==> config.mk <==
export PLATFORM = sky130hd
export DESIGN_NAME = ttc_lite
export DESIGN_NICKNAME = d
export VERILOG_FILES = /design/src/ttc_pkg.sv /design/src/ttc_count_unit.sv /design/src/ttc_intr_unit.sv /design/src/ttc_lite.sv /design/src/ttc_prescaler.sv /design/src/ttc_reg_decode.sv /design/src/ttc_timer_counter.sv
export SDC_FILE = /design/constraint.sdc
export NUM_CORES = 1
export LEC_CHECK = 0
export ABC_AREA = 1
export BUFFER_PORTS_ARGS = -buffer_cell sky130_fd_sc_hd__buf_2
export CELL_PAD_IN_SITES_DETAIL_PLACEMENT = 0
export CELL_PAD_IN_SITES_GLOBAL_PLACEMENT = 1
export CORE_UTILIZATION = 25
export DETAILED_ROUTE_END_ITERATION = 10
export HOLD_SLACK_MARGIN = 0.1
export PLACE_DENSITY_LB_ADDON = 0.1
export SLEW_MARGIN = 40
export SYNTH_ARGS = -nofsm -noshare
export SYNTH_HDL_FRONTEND = slang
export SYNTH_SLANG_ARGS = --single-unit
export TNS_END_PERCENT = 5
==> constraint.sdc <==
create_clock -name pclk -period 2.2 [get_ports pclk]
set_input_delay 0.33 -clock pclk [delete_from_list [all_inputs] [get_ports pclk]]
set_output_delay 0.33 -clock pclk [all_outputs]
set_load 0.02 [all_outputs]
==> src/ttc_pkg.sv <==
// Triple timer counter shared definitions
// Widths, register map and the packed field layouts of one timer
`default_nettype none

package ttc_pkg;

   // ------------------------------
   // Widths
   // ------------------------------
   localparam int num_timers = 3;    // Timers behind the bus
   localparam int cnt_width  = 16;   // Counter and compare width
   localparam int addr_width = 8;
   localparam int data_width = 32;
   localparam int div_width  = 16;   // Prescale divider, covers 2^16

   // ------------------------------
   // Register map
   // ------------------------------
   // Timer i sits at base + 4*i
   localparam logic [addr_width-1:0] clk_ctrl_base    = 8'h00;
   localparam logic [addr_width-1:0] cntr_ctrl_base   = 8'h0C;
   localparam logic [addr_width-1:0] counter_val_base = 8'h18;  // Read only
   localparam logic [addr_width-1:0] interval_base    = 8'h24;
   localparam logic [addr_width-1:0] match1_base      = 8'h30;
   localparam logic [addr_width-1:0] match2_base      = 8'h3C;
   localparam logic [addr_width-1:0] match3_base      = 8'h48;
   localparam logic [addr_width-1:0] intr_base        = 8'h54;  // Clear on read
   localparam logic [addr_width-1:0] intr_en_base     = 8'h60;

   // ------------------------------
   // Field layouts
   // ------------------------------
   typedef struct packed {
      logic [1:0] reserved;       // Read back as written
      logic [3:0] prescale_val;   // Tick every 2^(val+1) cycles
      logic       prescale_en;
   } clk_ctrl_t;

   typedef struct packed {
      logic [1:0] reserved;
      logic       cnt_rst;        // Strobe only, reads 0
      logic       match_en;
      logic       decrement;
      logic       interval_mode;
      logic       dis;            // Counter stopped
   } cntr_ctrl_t;

   typedef struct packed {
      logic       reserved;       // Always 0
      logic       overflow;
      logic [2:0] match;          // One per match register
      logic       interval;
   } intr_t;

   // Write strobes of one timer plus the status read strobe
   typedef struct packed {
      logic intr_rd;
      logic intr_en;
      logic match3;
      logic match2;
      logic match1;
      logic interval;
      logic cntr_ctrl;
      logic clk_ctrl;
   } reg_sel_t;

   // Everything one timer shows to the read mux
   typedef struct packed {
      clk_ctrl_t            clk_ctrl;
      cntr_ctrl_t           cntr_ctrl;
      logic [cnt_width-1:0] counter_val;
      logic [cnt_width-1:0] interval;
      logic [cnt_width-1:0] match1;
      logic [cnt_width-1:0] match2;
      logic [cnt_width-1:0] match3;
      intr_t                intr;
      intr_t                intr_en;
   } timer_regs_t;

   typedef logic [num_timers-1:0] irq_vec_t;  // One line per timer

endpackage

`default_nettype wire

==> src/ttc_count_unit.sv <==
// Timer count unit
// 16-bit up/down counter with interval reload, and the
// overflow, interval and match events it raises while counting
`timescale 1ns/10ps
`default_nettype none

module ttc_count_unit import ttc_pkg::*; (
   input  wire logic                 pclk,
   input  wire logic                 rst_n,
   input  wire logic                 tick,
   input  wire cntr_ctrl_t           cntr_ctrl,
   input  wire logic                 cnt_rst,    // Load start value
   input  wire logic [cnt_width-1:0] interval,
   input  wire logic [cnt_width-1:0] match1,
   input  wire logic [cnt_width-1:0] match2,
   input  wire logic [cnt_width-1:0] match3,
   output logic      [cnt_width-1:0] count,
   output intr_t                     events
);

   logic [cnt_width-1:0] cnt_nxt;
   logic                 step;      // Counter moves this cycle

   assign step = tick && !cntr_ctrl.dis;

   // ------------------------------
   // Next count and events
   // ------------------------------
   always_comb begin
      cnt_nxt = count;
      events  = '0;
      if (cnt_rst) begin
         // Start value depends on direction
         cnt_nxt = cntr_ctrl.decrement ? interval : '0;
      end else if (step) begin
         if (!cntr_ctrl.decrement) begin
            if (cntr_ctrl.interval_mode && count == interval) begin
               cnt_nxt         = '0;        // Reload at interval
               events.interval = 1'b1;
            end else if (count == '1) begin
               cnt_nxt         = '0;        // Plain wrap
               events.overflow = 1'b1;
            end else begin
               cnt_nxt = count + 1'b1;
            end
         end else begin
            if (count == '0) begin
               if (cntr_ctrl.interval_mode) begin
                  cnt_nxt         = interval;
                  events.interval = 1'b1;
               end else begin
                  cnt_nxt         = '1;     // Underflow to top
                  events.overflow = 1'b1;
               end
            end else begin
               cnt_nxt = count - 1'b1;
            end
         end
         // Matches fire on the move onto the value
         if (cntr_ctrl.match_en) begin
            events.match[0] = (cnt_nxt == match1);
            events.match[1] = (cnt_nxt == match2);
            events.match[2] = (cnt_nxt == match3);
         end
      end
   end

   always_ff @(posedge pclk) begin
      if (!rst_n) begin
         count <= '0;
      end else begin
         count <= cnt_nxt;
      end
   end

endmodule

`default_nettype wire

==> src/ttc_intr_unit.sv <==
// Timer interrupt unit
// Sticky status bits, clear on read, the enable register
// and the interrupt level of one timer
`timescale 1ns/10ps
`default_nettype none

module ttc_intr_unit import ttc_pkg::*; (
   input  wire logic       pclk,
   input  wire logic       rst_n,
   input  wire intr_t      events,
   input  wire logic       intr_en_wr,
   input  wire logic [5:0] wdata_en,
   input  wire logic       intr_rd,      // Status read, clears it
   output intr_t           intr,
   output intr_t           intr_en,
   output logic            irq
);

   intr_t status_nxt;

   // ------------------------------
   // Status
   // ------------------------------
   always_comb begin
      status_nxt          = intr_rd ? '0 : intr;
      status_nxt          = status_nxt | events;   // Event beats the clear
      status_nxt.reserved = 1'b0;
   end

   always_ff @(posedge pclk) begin
      if (!rst_n) begin
         intr <= '0;
      end else begin
         intr <= status_nxt;
      end
   end

   // ------------------------------
   // Enable
   // ------------------------------
   always_ff @(posedge pclk) begin
      if (!rst_n) begin
         intr_en <= '0;
      end else if (intr_en_wr) begin
         intr_en          <= wdata_en;
         intr_en.reserved <= 1'b0;    // Not writable
      end
   end

   // Level follows the status register directly
   assign irq = |(intr & intr_en);

endmodule

`default_nettype wire

==> src/ttc_lite.sv <==
// Triple timer counter, top level
// APB register decoder in front of three identical timers,
// one interrupt line per timer
`timescale 1ns/10ps
`default_nettype none

module ttc_lite import ttc_pkg::*; (
   input  wire logic                  pclk,
   input  wire logic                  rst_n,
   input  wire logic                  psel,
   input  wire logic                  penable,
   input  wire logic                  pwrite,
   input  wire logic [addr_width-1:0] paddr,
   input  wire logic [data_width-1:0] pwdata,
   output wire logic [data_width-1:0] prdata,
   output wire irq_vec_t              interrupt
);

   // ------------------------------
   // Interconnect
   // ------------------------------
   reg_sel_t    sel [num_timers];    // Strobes per timer
   timer_regs_t regs [num_timers];   // Register views per timer

   ttc_reg_decode u_reg_decode (
      .pclk    (pclk),
      .rst_n   (rst_n),
      .psel    (psel),
      .penable (penable),
      .pwrite  (pwrite),
      .paddr   (paddr),
      .regs    (regs),
      .sel     (sel),
      .prdata  (prdata)
   );

   // ------------------------------
   // Timers
   // ------------------------------
   for (genvar i = 0; i < num_timers; i++) begin : g_timer
      ttc_timer_counter u_timer (
         .pclk  (pclk),
         .rst_n (rst_n),
         .sel   (sel[i]),
         .wdata (pwdata[cnt_width-1:0]),   // Registers are 16 bits at most
         .regs  (regs[i]),
         .irq   (interrupt[i])
      );
   end

endmodule

`default_nettype wire

==> src/ttc_prescaler.sv <==
// Timer prescaler
// Makes the count tick from the clock control fields, one pulse
// every 2^(prescale_val+1) cycles, or every cycle when disabled
`timescale 1ns/10ps
`default_nettype none

module ttc_prescaler import ttc_pkg::*; (
   input  wire logic      pclk,
   input  wire logic      rst_n,
   input  wire clk_ctrl_t clk_ctrl,
   input  wire logic      clk_ctrl_wr,   // Restarts the divider
   output logic           tick
);

   logic [div_width-1:0] div_q;    // Free running divider
   logic [div_width:0]   span;     // 2^(val+1), one bit wider
   logic [div_width-1:0] mask;     // Divider bits that must be all ones

   assign span = (div_width+1)'(1) << (clk_ctrl.prescale_val + 5'd1);
   assign mask = div_width'(span - (div_width+1)'(1));

   // ------------------------------
   // Divider
   // ------------------------------
   always_ff @(posedge pclk) begin
      if (!rst_n) begin
         div_q <= '0;
      end else if (clk_ctrl_wr) begin
         div_q <= '0;                // Phase starts at the write edge
      end else begin
         div_q <= div_q + 1'b1;
      end
   end

   // Low bits all ones marks the last cycle of each period
   always_comb begin
      if (!clk_ctrl.prescale_en) begin
         tick = 1'b1;
      end else begin
         tick = &(div_q | ~mask);
      end
   end

endmodule

`default_nettype wire

==> src/ttc_reg_decode.sv <==
// APB register decoder for the triple timer counter
// Raises per-timer write strobes and the status read strobe,
// and muxes the addressed register onto prdata
`timescale 1ns/10ps
`default_nettype none

module ttc_reg_decode import ttc_pkg::*; (
   input  wire logic                  pclk,
   input  wire logic                  rst_n,
   input  wire logic                  psel,
   input  wire logic                  penable,
   input  wire logic                  pwrite,
   input  wire logic [addr_width-1:0] paddr,
   input  wire timer_regs_t           regs [num_timers],
   output reg_sel_t                   sel [num_timers],
   output logic      [data_width-1:0] prdata
);

   logic                  wr_acc;   // Write access cycle
   logic                  rd_acc;   // Read access cycle
   logic [addr_width-1:0] addr_q;   // Last address seen with psel

   // Address of one register kind for timer idx
   function automatic logic [addr_width-1:0] reg_addr(input logic [addr_width-1:0] base,
                                                       input int idx);
      return base + addr_width'(4 * idx);
   endfunction

   assign wr_acc = psel && penable && pwrite;
   assign rd_acc = psel && penable && !pwrite;

   // ------------------------------
   // Write and clear strobes
   // ------------------------------
   always_comb begin
      for (int i = 0; i < num_timers; i++) begin
         sel[i].clk_ctrl  = wr_acc && (paddr == reg_addr(clk_ctrl_base, i));
         sel[i].cntr_ctrl = wr_acc && (paddr == reg_addr(cntr_ctrl_base, i));
         sel[i].interval  = wr_acc && (paddr == reg_addr(interval_base, i));
         sel[i].match1    = wr_acc && (paddr == reg_addr(match1_base, i));
         sel[i].match2    = wr_acc && (paddr == reg_addr(match2_base, i));
         sel[i].match3    = wr_acc && (paddr == reg_addr(match3_base, i));
         sel[i].intr_en   = wr_acc && (paddr == reg_addr(intr_en_base, i));
         // Status clears at the end of the access cycle
         sel[i].intr_rd   = rd_acc && (paddr == reg_addr(intr_base, i));
      end
   end

   // Address held from the setup phase, stable for the access phase
   always_ff @(posedge pclk) begin
      if (!rst_n) begin
         addr_q <= '0;
      end else if (psel) begin
         addr_q <= paddr;
      end
   end

   // ------------------------------
   // Read mux
   // ------------------------------
   always_comb begin
      prdata = '0;                              // Unmapped reads 0
      if (psel && !pwrite) begin
         for (int i = 0; i < num_timers; i++) begin
            case (addr_q)
               reg_addr(clk_ctrl_base, i):    prdata = data_width'(regs[i].clk_ctrl);
               reg_addr(cntr_ctrl_base, i):   prdata = data_width'(regs[i].cntr_ctrl);
               reg_addr(counter_val_base, i): prdata = data_width'(regs[i].counter_val);
               reg_addr(interval_base, i):    prdata = data_width'(regs[i].interval);
               reg_addr(match1_base, i):      prdata = data_width'(regs[i].match1);
               reg_addr(match2_base, i):      prdata = data_width'(regs[i].match2);
               reg_addr(match3_base, i):      prdata = data_width'(regs[i].match3);
               reg_addr(intr_base, i):        prdata = data_width'(regs[i].intr);
               reg_addr(intr_en_base, i):     prdata = data_width'(regs[i].intr_en);
               default: ;
            endcase
         end
      end
   end

endmodule

`default_nettype wire

==> src/ttc_timer_counter.sv <==
// One timer of the triple timer counter
// Holds the control, interval and match registers and
// connects the prescaler, count unit and interrupt unit
`timescale 1ns/10ps
`default_nettype none

module ttc_timer_counter import ttc_pkg::*; (
   input  wire logic                 pclk,
   input  wire logic                 rst_n,
   input  wire reg_sel_t             sel,
   input  wire logic [cnt_width-1:0] wdata,
   output timer_regs_t               regs,
   output logic                      irq
);

   clk_ctrl_t            clk_ctrl_q;
   cntr_ctrl_t           cntr_ctrl_q;
   cntr_ctrl_t           wr_ctrl;     // Control word on the bus
   cntr_ctrl_t           ctrl_eff;    // Control seen by the counter
   logic [cnt_width-1:0] interval_q;
   logic [cnt_width-1:0] match1_q;
   logic [cnt_width-1:0] match2_q;
   logic [cnt_width-1:0] match3_q;
   logic [cnt_width-1:0] count;
   logic                 cnt_rst;
   logic                 tick;
   intr_t                events;
   intr_t                intr;
   intr_t                intr_en;

   assign wr_ctrl = wdata[$bits(cntr_ctrl_t)-1:0];
   assign cnt_rst = sel.cntr_ctrl && wr_ctrl.cnt_rst;

   // Mode bits act from their write edge, dis only from the next one
   always_comb begin
      ctrl_eff = cntr_ctrl_q;
      if (sel.cntr_ctrl) begin
         ctrl_eff     = wr_ctrl;
         ctrl_eff.dis = cntr_ctrl_q.dis;
      end
   end

   // ------------------------------
   // Registers
   // ------------------------------
   always_ff @(posedge pclk) begin
      if (!rst_n) begin
         clk_ctrl_q  <= '0;
         cntr_ctrl_q <= '{dis: 1'b1, default: '0};  // Stopped out of reset
         interval_q  <= '0;
         match1_q    <= '0;
         match2_q    <= '0;
         match3_q    <= '0;
      end else begin
         if (sel.clk_ctrl) clk_ctrl_q <= wdata[$bits(clk_ctrl_t)-1:0];
         if (sel.cntr_ctrl) begin
            cntr_ctrl_q         <= wr_ctrl;
            cntr_ctrl_q.cnt_rst <= 1'b0;             // Strobe, never held
         end
         if (sel.interval) interval_q <= wdata;
         if (sel.match1)   match1_q   <= wdata;
         if (sel.match2)   match2_q   <= wdata;
         if (sel.match3)   match3_q   <= wdata;
      end
   end

   ttc_prescaler u_prescaler (
      .pclk        (pclk),
      .rst_n       (rst_n),
      .clk_ctrl    (clk_ctrl_q),
      .clk_ctrl_wr (sel.clk_ctrl),
      .tick        (tick)
   );

   ttc_count_unit u_count_unit (
      .pclk      (pclk),
      .rst_n     (rst_n),
      .tick      (tick),
      .cntr_ctrl (ctrl_eff),
      .cnt_rst   (cnt_rst),
      .interval  (interval_q),
      .match1    (match1_q),
      .match2    (match2_q),
      .match3    (match3_q),
      .count     (count),
      .events    (events)
   );

   ttc_intr_unit u_intr_unit (
      .pclk       (pclk),
      .rst_n      (rst_n),
      .events     (events),
      .intr_en_wr (sel.intr_en),
      .wdata_en   (wdata[5:0]),
      .intr_rd    (sel.intr_rd),
      .intr       (intr),
      .intr_en    (intr_en),
      .irq        (irq)
   );

   // Register view for the read mux
   assign regs = '{clk_ctrl:    clk_ctrl_q,
                   cntr_ctrl:   cntr_ctrl_q,
                   counter_val: count,
                   interval:    interval_q,
                   match1:      match1_q,
                   match2:      match2_q,
                   match3:      match3_q,
                   intr:        intr,
                   intr_en:     intr_en};

endmodule

`default_nettype wire
* After elaboration in Yosys (flattened, before gate mapping)
Cells that the tools add are included.
W data, S select, Z words.
** Operators by class
- Shifts and indexed selects :: 3
- Bitwise logic cells :: 13
- Add/subtract/negate cells :: 15
- Reduce and logical (&&, ||, !) cells :: 58
- Multiplexer cells :: 79
- Eq/ne operators :: 64
** Operators with widths (count)
- $mux W16 :: 30
- $pmux W16 S9 :: 3
- $eq A16 B16 Y1 :: 12
- $eq A8 B7 Y1 const B :: 22
- $eq A8 B6 Y1 const B :: 15
- $add A16 B1 Y16 const B :: 6
- $sub A16 B1 Y16 const B :: 6
- $eq A16 B16 Y1 const B :: 3
- $eq A8 B5 Y1 const B :: 6
- $logic_not A16 Y1 :: 3
- $not A16 Y16 :: 3
- $or A16 B16 Y16 :: 3
- $reduce_and A16 Y1 :: 3
- $shl A1 B5 Y16 const A :: 3
- $mux W5 :: 9
- $logic_and A1 B1 Y1 :: 37
- $eq A8 B4 Y1 const B :: 4
- $mux W32 :: 1
- $mux W1 :: 30
- $reduce_or A6 Y1 :: 3
- $eq A8 B3 Y1 const B :: 2
- $logic_not A8 Y1 :: 2
- $add A4 B1 Y5 const B :: 3
- $and A5 B5 Y5 :: 3
- 7 further kinds :: 20
** Storage, ports and cells
- Word-level logic and storage cells :: 293
- Bits of input ports :: 45
- Bits in registers :: 365
- Output and inout bits :: 35

* Logic depth before layout (Yosys ltp)
- Depth after elaboration :: 15
- Depth in mapped cells :: 20
- Gate-level depth less buffers :: 20

* Modules after synthesis
Synthesis repeated with hierarchy kept, for this count alone.
** Unflattened totals
- Cells, all modules :: 5035
- Area total of the unflattened synthesis :: 28533.6 um2
** By module, submodules not included
- ttc_timer_counter :: cells an instance 439, seq. area each 1541.5 um2, area each 3108.0 um2, instances 3
- ttc_count_unit at g_timer[1].u_timer.u_count_unit ... :: cells an instance 742, seq. area each 320.3 um2, area each 3651.0 um2, instances 2
- ttc_reg_decode :: cells an instance 772, seq. area each 160.2 um2, area each 3578.4 um2, instances 1
- ttc_count_unit at g_timer[0].u_timer.u_count_unit :: cells an instance 708, seq. area each 320.3 um2, area each 3573.4 um2, instances 1
- ttc_prescaler at g_timer[1].u_timer.u_prescaler ... :: cells an instance 198, seq. area each 320.3 um2, area each 1193.6 um2, instances 2
- ttc_prescaler at g_timer[0].u_timer.u_prescaler :: cells an instance 202, seq. area each 320.3 um2, area each 1234.9 um2, instances 1
- ttc_intr_unit :: cells an instance 52, seq. area each 200.2 um2, area each 377.9 um2, instances 3

* Least setup slack after synthesis
No wires, ideal clock.
- Path type :: flip-flop to output port
- From :: register u_reg_decode.addr_q[0]
- To :: output prdata[13]
- Stages on the path, launching flop included :: 11
- Path buffers :: 0
- Data required time :: 1.870 ns
- Arrival :: 2.239 ns
- Slack :: -0.369 ns
- Cell sequence :: dfxtp_1 -> or2_4 -> inv_1 -> nand3_1 -> nor2_1 -> clkinv_1 -> o22ai_1 -> a21oi_1 -> o221ai_1 -> nor3_1 -> a211oi_1
** Between the ends
- Word-level cells in the longest chain between the ends :: 5
- Elaborated cells on any way between the ends :: 31
- Classes of those cells :: eq/ne (26); mux (4); reduce/logical (1)
** RTL lines
- from (decl) :: line ttc_reg_decode.sv:21 : logic [addr_width-1:0] addr_q;
- from (signal assigned) :: line ttc_reg_decode.sv:54 : addr_q <= paddr;
- $eq A8 B7 Y1 (tied with other cells) :: line ttc_reg_decode.sv:65 : case (addr_q)
- $pmux W16 S9 (2 in series) :: line ttc_reg_decode.sv:65
- $pmux W16 S9 (*) :: line ttc_reg_decode.sv:65
- $mux W32 (*) :: line ttc_reg_decode.sv:63 : if (psel && !pwrite) begin
- to (decl) :: line ttc_lite.sv:15 : output wire logic [data_width-1:0] prdata,
Mark *: on every way between the ends. The rest lies on a longest branch, timed or not.

* Final worst setup path
- From :: register u_reg_decode.addr_q[1]
- To :: output prdata[14]
Same word-level chain as after synthesis.

==> flow_summary_export.csv <==
group,metric,value,unit
worst_setup_path,crit_type,"reg2out",
clock_tree,h-tree-depth,2,
hold_path,hold_class,"in2reg",
timing,holdWs,130.5,ps
final_layout,syn_to_final_growth,44.89,%
synth,ys_ff_latch,365,
worst_setup_path,worstReg2RegEnd,"g_timer[0].u_timer.u_intr_unit.intr[3]$_SDFF_PN0_",
floorplan,die_w,312.9,um
power,power,16.32,mW
floorplan,die_h,312.9,um
power,p_clk_share,51.8,%
timing,timing.fmax,308.7,MHz
final_layout,mostFrequentLayoutCells,"nand2_1 (948), buf_4 (766), inv_1 (379), a21oi_1 (353)",
worst_setup_path,cp-endpoint,"prdata[14]",
synth,synth_edf_count,0,
synth,ys_seq_area_share,30.24,%
timing,hold_viol_final,0,
clock_tree,cts_tree,"done",
floorplan,die_area,97910,um2
worst_setup_path,crit_family,"buffers and inverters",
power,p_seq_share,40.8,%
synth,yosys.cell_types.count,59,
route,drcViolationCount,0,
final_layout,drive_gt1_share,27.65,%
synth,syn_inst,3932,
grt,grtUsageTotal,26.00,%
worst_setup_path,worstSetupStartpointType,"flip-flop",
worst_setup_path,critPathLaunch,"u_reg_decode.addr_q[1]$_SDFFE_PN0P_",
route,drt_pre_antenna_iters,8,
power,power.switching,4.265,mW
worst_setup_path,crit_chain,"or2_4, inv_4, nand3_4, nor2_1, buf_4, clkinvlp_4, buf_8, o22ai_2, a211oi_2, buf_4, o2111ai_2, nand2_1, inv_2, buf_6",
worst_setup_path,crit_cells,14,
final_layout,stdcell_area,35010,um2
route,via_per_inst,4.880,
timing,final.period_utilization,147.3,%
worst_setup_path,reg2reg_depth,19,
route,postRouteAntennaNets,0,
route,via_count,29253,
worst_setup_path,critPathMaxFanout,6,
worst_setup_path,critPathSlowestCell,"a211oi_2",
power,power_leakage,15.42,nW
synth,synth-main-ff-cell,"dfxtp_1",
route,wl_per_cell,21.61,um
worst_setup_path,endpoint_kind,"output pin",
floorplan,ios,80,
timing,timing.slew.headroom,54.03,%
final_layout,stdcell_count,5995,
final_layout,final_common_cell,"nand2_1",
grt,grt_pass1_vias,28523,
power,p_int,12.06,mW
worst_setup_path,r2r_start,"g_timer[0].u_timer.u_count_unit.count[7]$_SDFFE_PN0P_",
worst_setup_path,crit_path_max_incr_delay,350,ps
route,drtIter0Drc,2674,
final_layout,nNetsFinal,4754,
worst_setup_path,cp.arrival,2910,ps
final_layout,multi_input_area,15480,um2
timing,maxSlewViolCount,0,
power,vdd_drop_max,0.4929,mV
worst_setup_path,worst_path_most_repeated_cell,"buf_4",
final_layout,fill_cells,10532,
clock_tree,cts-root-buf,"clkbuf_16",
power,swShare,26.13,%
clock_tree,cts.sinks,365,
timing,rsz0062_at_grt,"true",
placement,hpwl,103400,um
timing,skew,30.42,ps
worst_setup_path,crit_buf_inv,7,
power,p_comb_share,7.4,%
final_layout,diodes,0,
synth,ys_warn_count,0,
placement,port_buffers,47,
final_layout,ff_latch_area,7338,um2
grt,antenna_found_initial,12,
clock_tree,clkTransAtPathRegs,60,ps
placement,gp_congestion,0.9497,
placement,placed_cell_area,31920,um2
outcome,violations,"negative setup slack",
clock_tree,cts_buffers,48,
grt,overflow,0,
worst_setup_path,reg2reg_slack,-400,ps
floorplan,start_util,25.32,%
worst_setup_path,critPathRequiredTime,1870,ps
timing,worst_slew_pin_slew,685.3,ps
floorplan,core,95440,um2
power,power_density,466.1,nW/um2
placement,placed_cells,5885,
route,drt-total-wl,129600,um
synth,synth_async_sr_flop_share,0,%
grt,grt_pass1_wl,188800,um
clock_tree,clk_path_buf_depth,3,
timing,setup_violations,79,
floorplan,fp-row-count,113,
timing,fin_crit,3240,ps
grt,grt_max_degree,81,
run,maxCapViolations,0,
outcome,status,"finished, violations left",
synth,synth.avg_cell_area,6.146,um2
synth,synth_area,24170,um2
timing,fin_ws,-1040,ps
clock_tree,clock_latency,630,ps
-- tightest hold or removal path, stage by stage --
cell and delay, ps:
buf_2 160, o21ai_0 120, a21oi_1 110
-- layout make-up --
cell class | count | share of cell area, %
inverter | 447 | 4.881
multi-input combinational | 2947 | 44.22
timing repair inverter | 1 | 0.02144
tap | 1265 | 4.520
clock inverter | 21 | 0.7397
sequential | 365 | 20.96
timing repair buffer | 884 | 20.70
clock buffer | 65 | 3.959
-- synthesized netlist by cell type, drive strengths merged, types with 15 or more instances --
cell type  count  area (um2)
o22ai         55       344.1
ha            15       187.7
nand4         44       275.3
buf           85       545.5
nor2         434        1740
clkinv        21       78.83
o221ai        20       175.2
a21oi        359        1816
xor2          75       656.9
nand2       1013        3895
o21ai        322        1642
nand3        372        1947
a221oi        23       201.4
nor3          66       384.1
o211ai        16       120.1
clkbuf       105       394.1
a31oi         31       193.9
dfxtp        365        7307
inv          426        1604
-- power by group through the flow --
stage,combinational (mW),clock (mW),sequential (mW)
floorplan,0.467,0,6.80
global placement,1.05,0,6.81
detailed placement,1.04,0,6.81
CTS,1.17,8.65,6.66
global route,1.27,8.89,6.66
finish,1.21,8.45,6.66
-- worst min-delay path by stage --
stage	from	endpoint	slack [ps]	cells after the start
after floorplan	g_timer[2].u_timer.u_prescaler.div_q[0]$_SDFF_PP0_	g_timer[2].u_timer.u_prescaler.div_q[0]$_SDFF_PP0_	430	1
after global placement	g_timer[0].u_timer.u_prescaler.div_q[0]$_SDFF_PP0_	g_timer[0].u_timer.u_prescaler.div_q[0]$_SDFF_PP0_	450	1
after detailed placement	g_timer[0].u_timer.u_prescaler.div_q[0]$_SDFF_PP0_	g_timer[0].u_timer.u_prescaler.div_q[0]$_SDFF_PP0_	450	1
after CTS	psel	u_reg_decode.addr_q[3]$_SDFFE_PN0P_	100	3
after global routing	pwdata[5]	g_timer[2].u_timer.match1_q[5]$_SDFFE_PN0P_	130	3
final	pwdata[5]	g_timer[1].u_timer.match1_q[5]$_SDFFE_PN0P_	130	3
-- metal layers --
layer	wire, um	vias to the layer above	part of all wire, %	global-route usage [%]
met5	96	-	0.074	0
met4	3827	14	3.0	7.905
met3	8372	186	6.5	4.777
met2	58850	820	45	42.13
met1	58410	13704	45	34.85
li1	-	14529	-	-
-- registers in the layout, summed over array words and instances (netlist names), 15 cells and up --
signal and flops:
g_timer.u_timer.interval_q 48, g_timer.u_timer.match1_q 48, g_timer.u_timer.match2_q 48, g_timer.u_timer.match3_q 48, g_timer.u_timer.regs 39, g_timer.u_timer.u_count_unit.count 48
g_timer.u_timer.u_intr_unit.intr 15, g_timer.u_timer.u_intr_unit.intr_en 15, g_timer.u_timer.u_prescaler.div_q 48
-- logic make-up (layout without fill, tap and decap cells) --
family	after synthesis	after routing	synth area share [%]
buf+inv	637	1418	10.85
xor+xnor	78	78	2.827
other cells	2	19	0.03108
fa+ha+maj	15	15	0.7766
flops	365	365	30.24
simple gates	1964	1964	35.13
compound gates	871	871	20.15
-- metrics by stage --
step	setup WS (ps)	utilization, %	setup TNS (ps)
2_1_floorplan	-46.95	-	-841.5
3_3_place_gp	-700.4	33.45	-32060
3_5_place_dp	-802.1	33.45	-33510
4_1_cts	-1103	36.35	-29090
5_1_grt	-1133	36.69	-38120
6_report	-1040	36.69	-23750
-- what timing repair did --
action	CTS	global route
endpoints found under the setup margin	80	90
hold buffers	15	0
hold endpoints to repair	48	0
pin swaps	33	26
gates cloned	1	0
buffers inserted	7	4
resized for setup	214	90
Power figures use the tool's default switching activity.
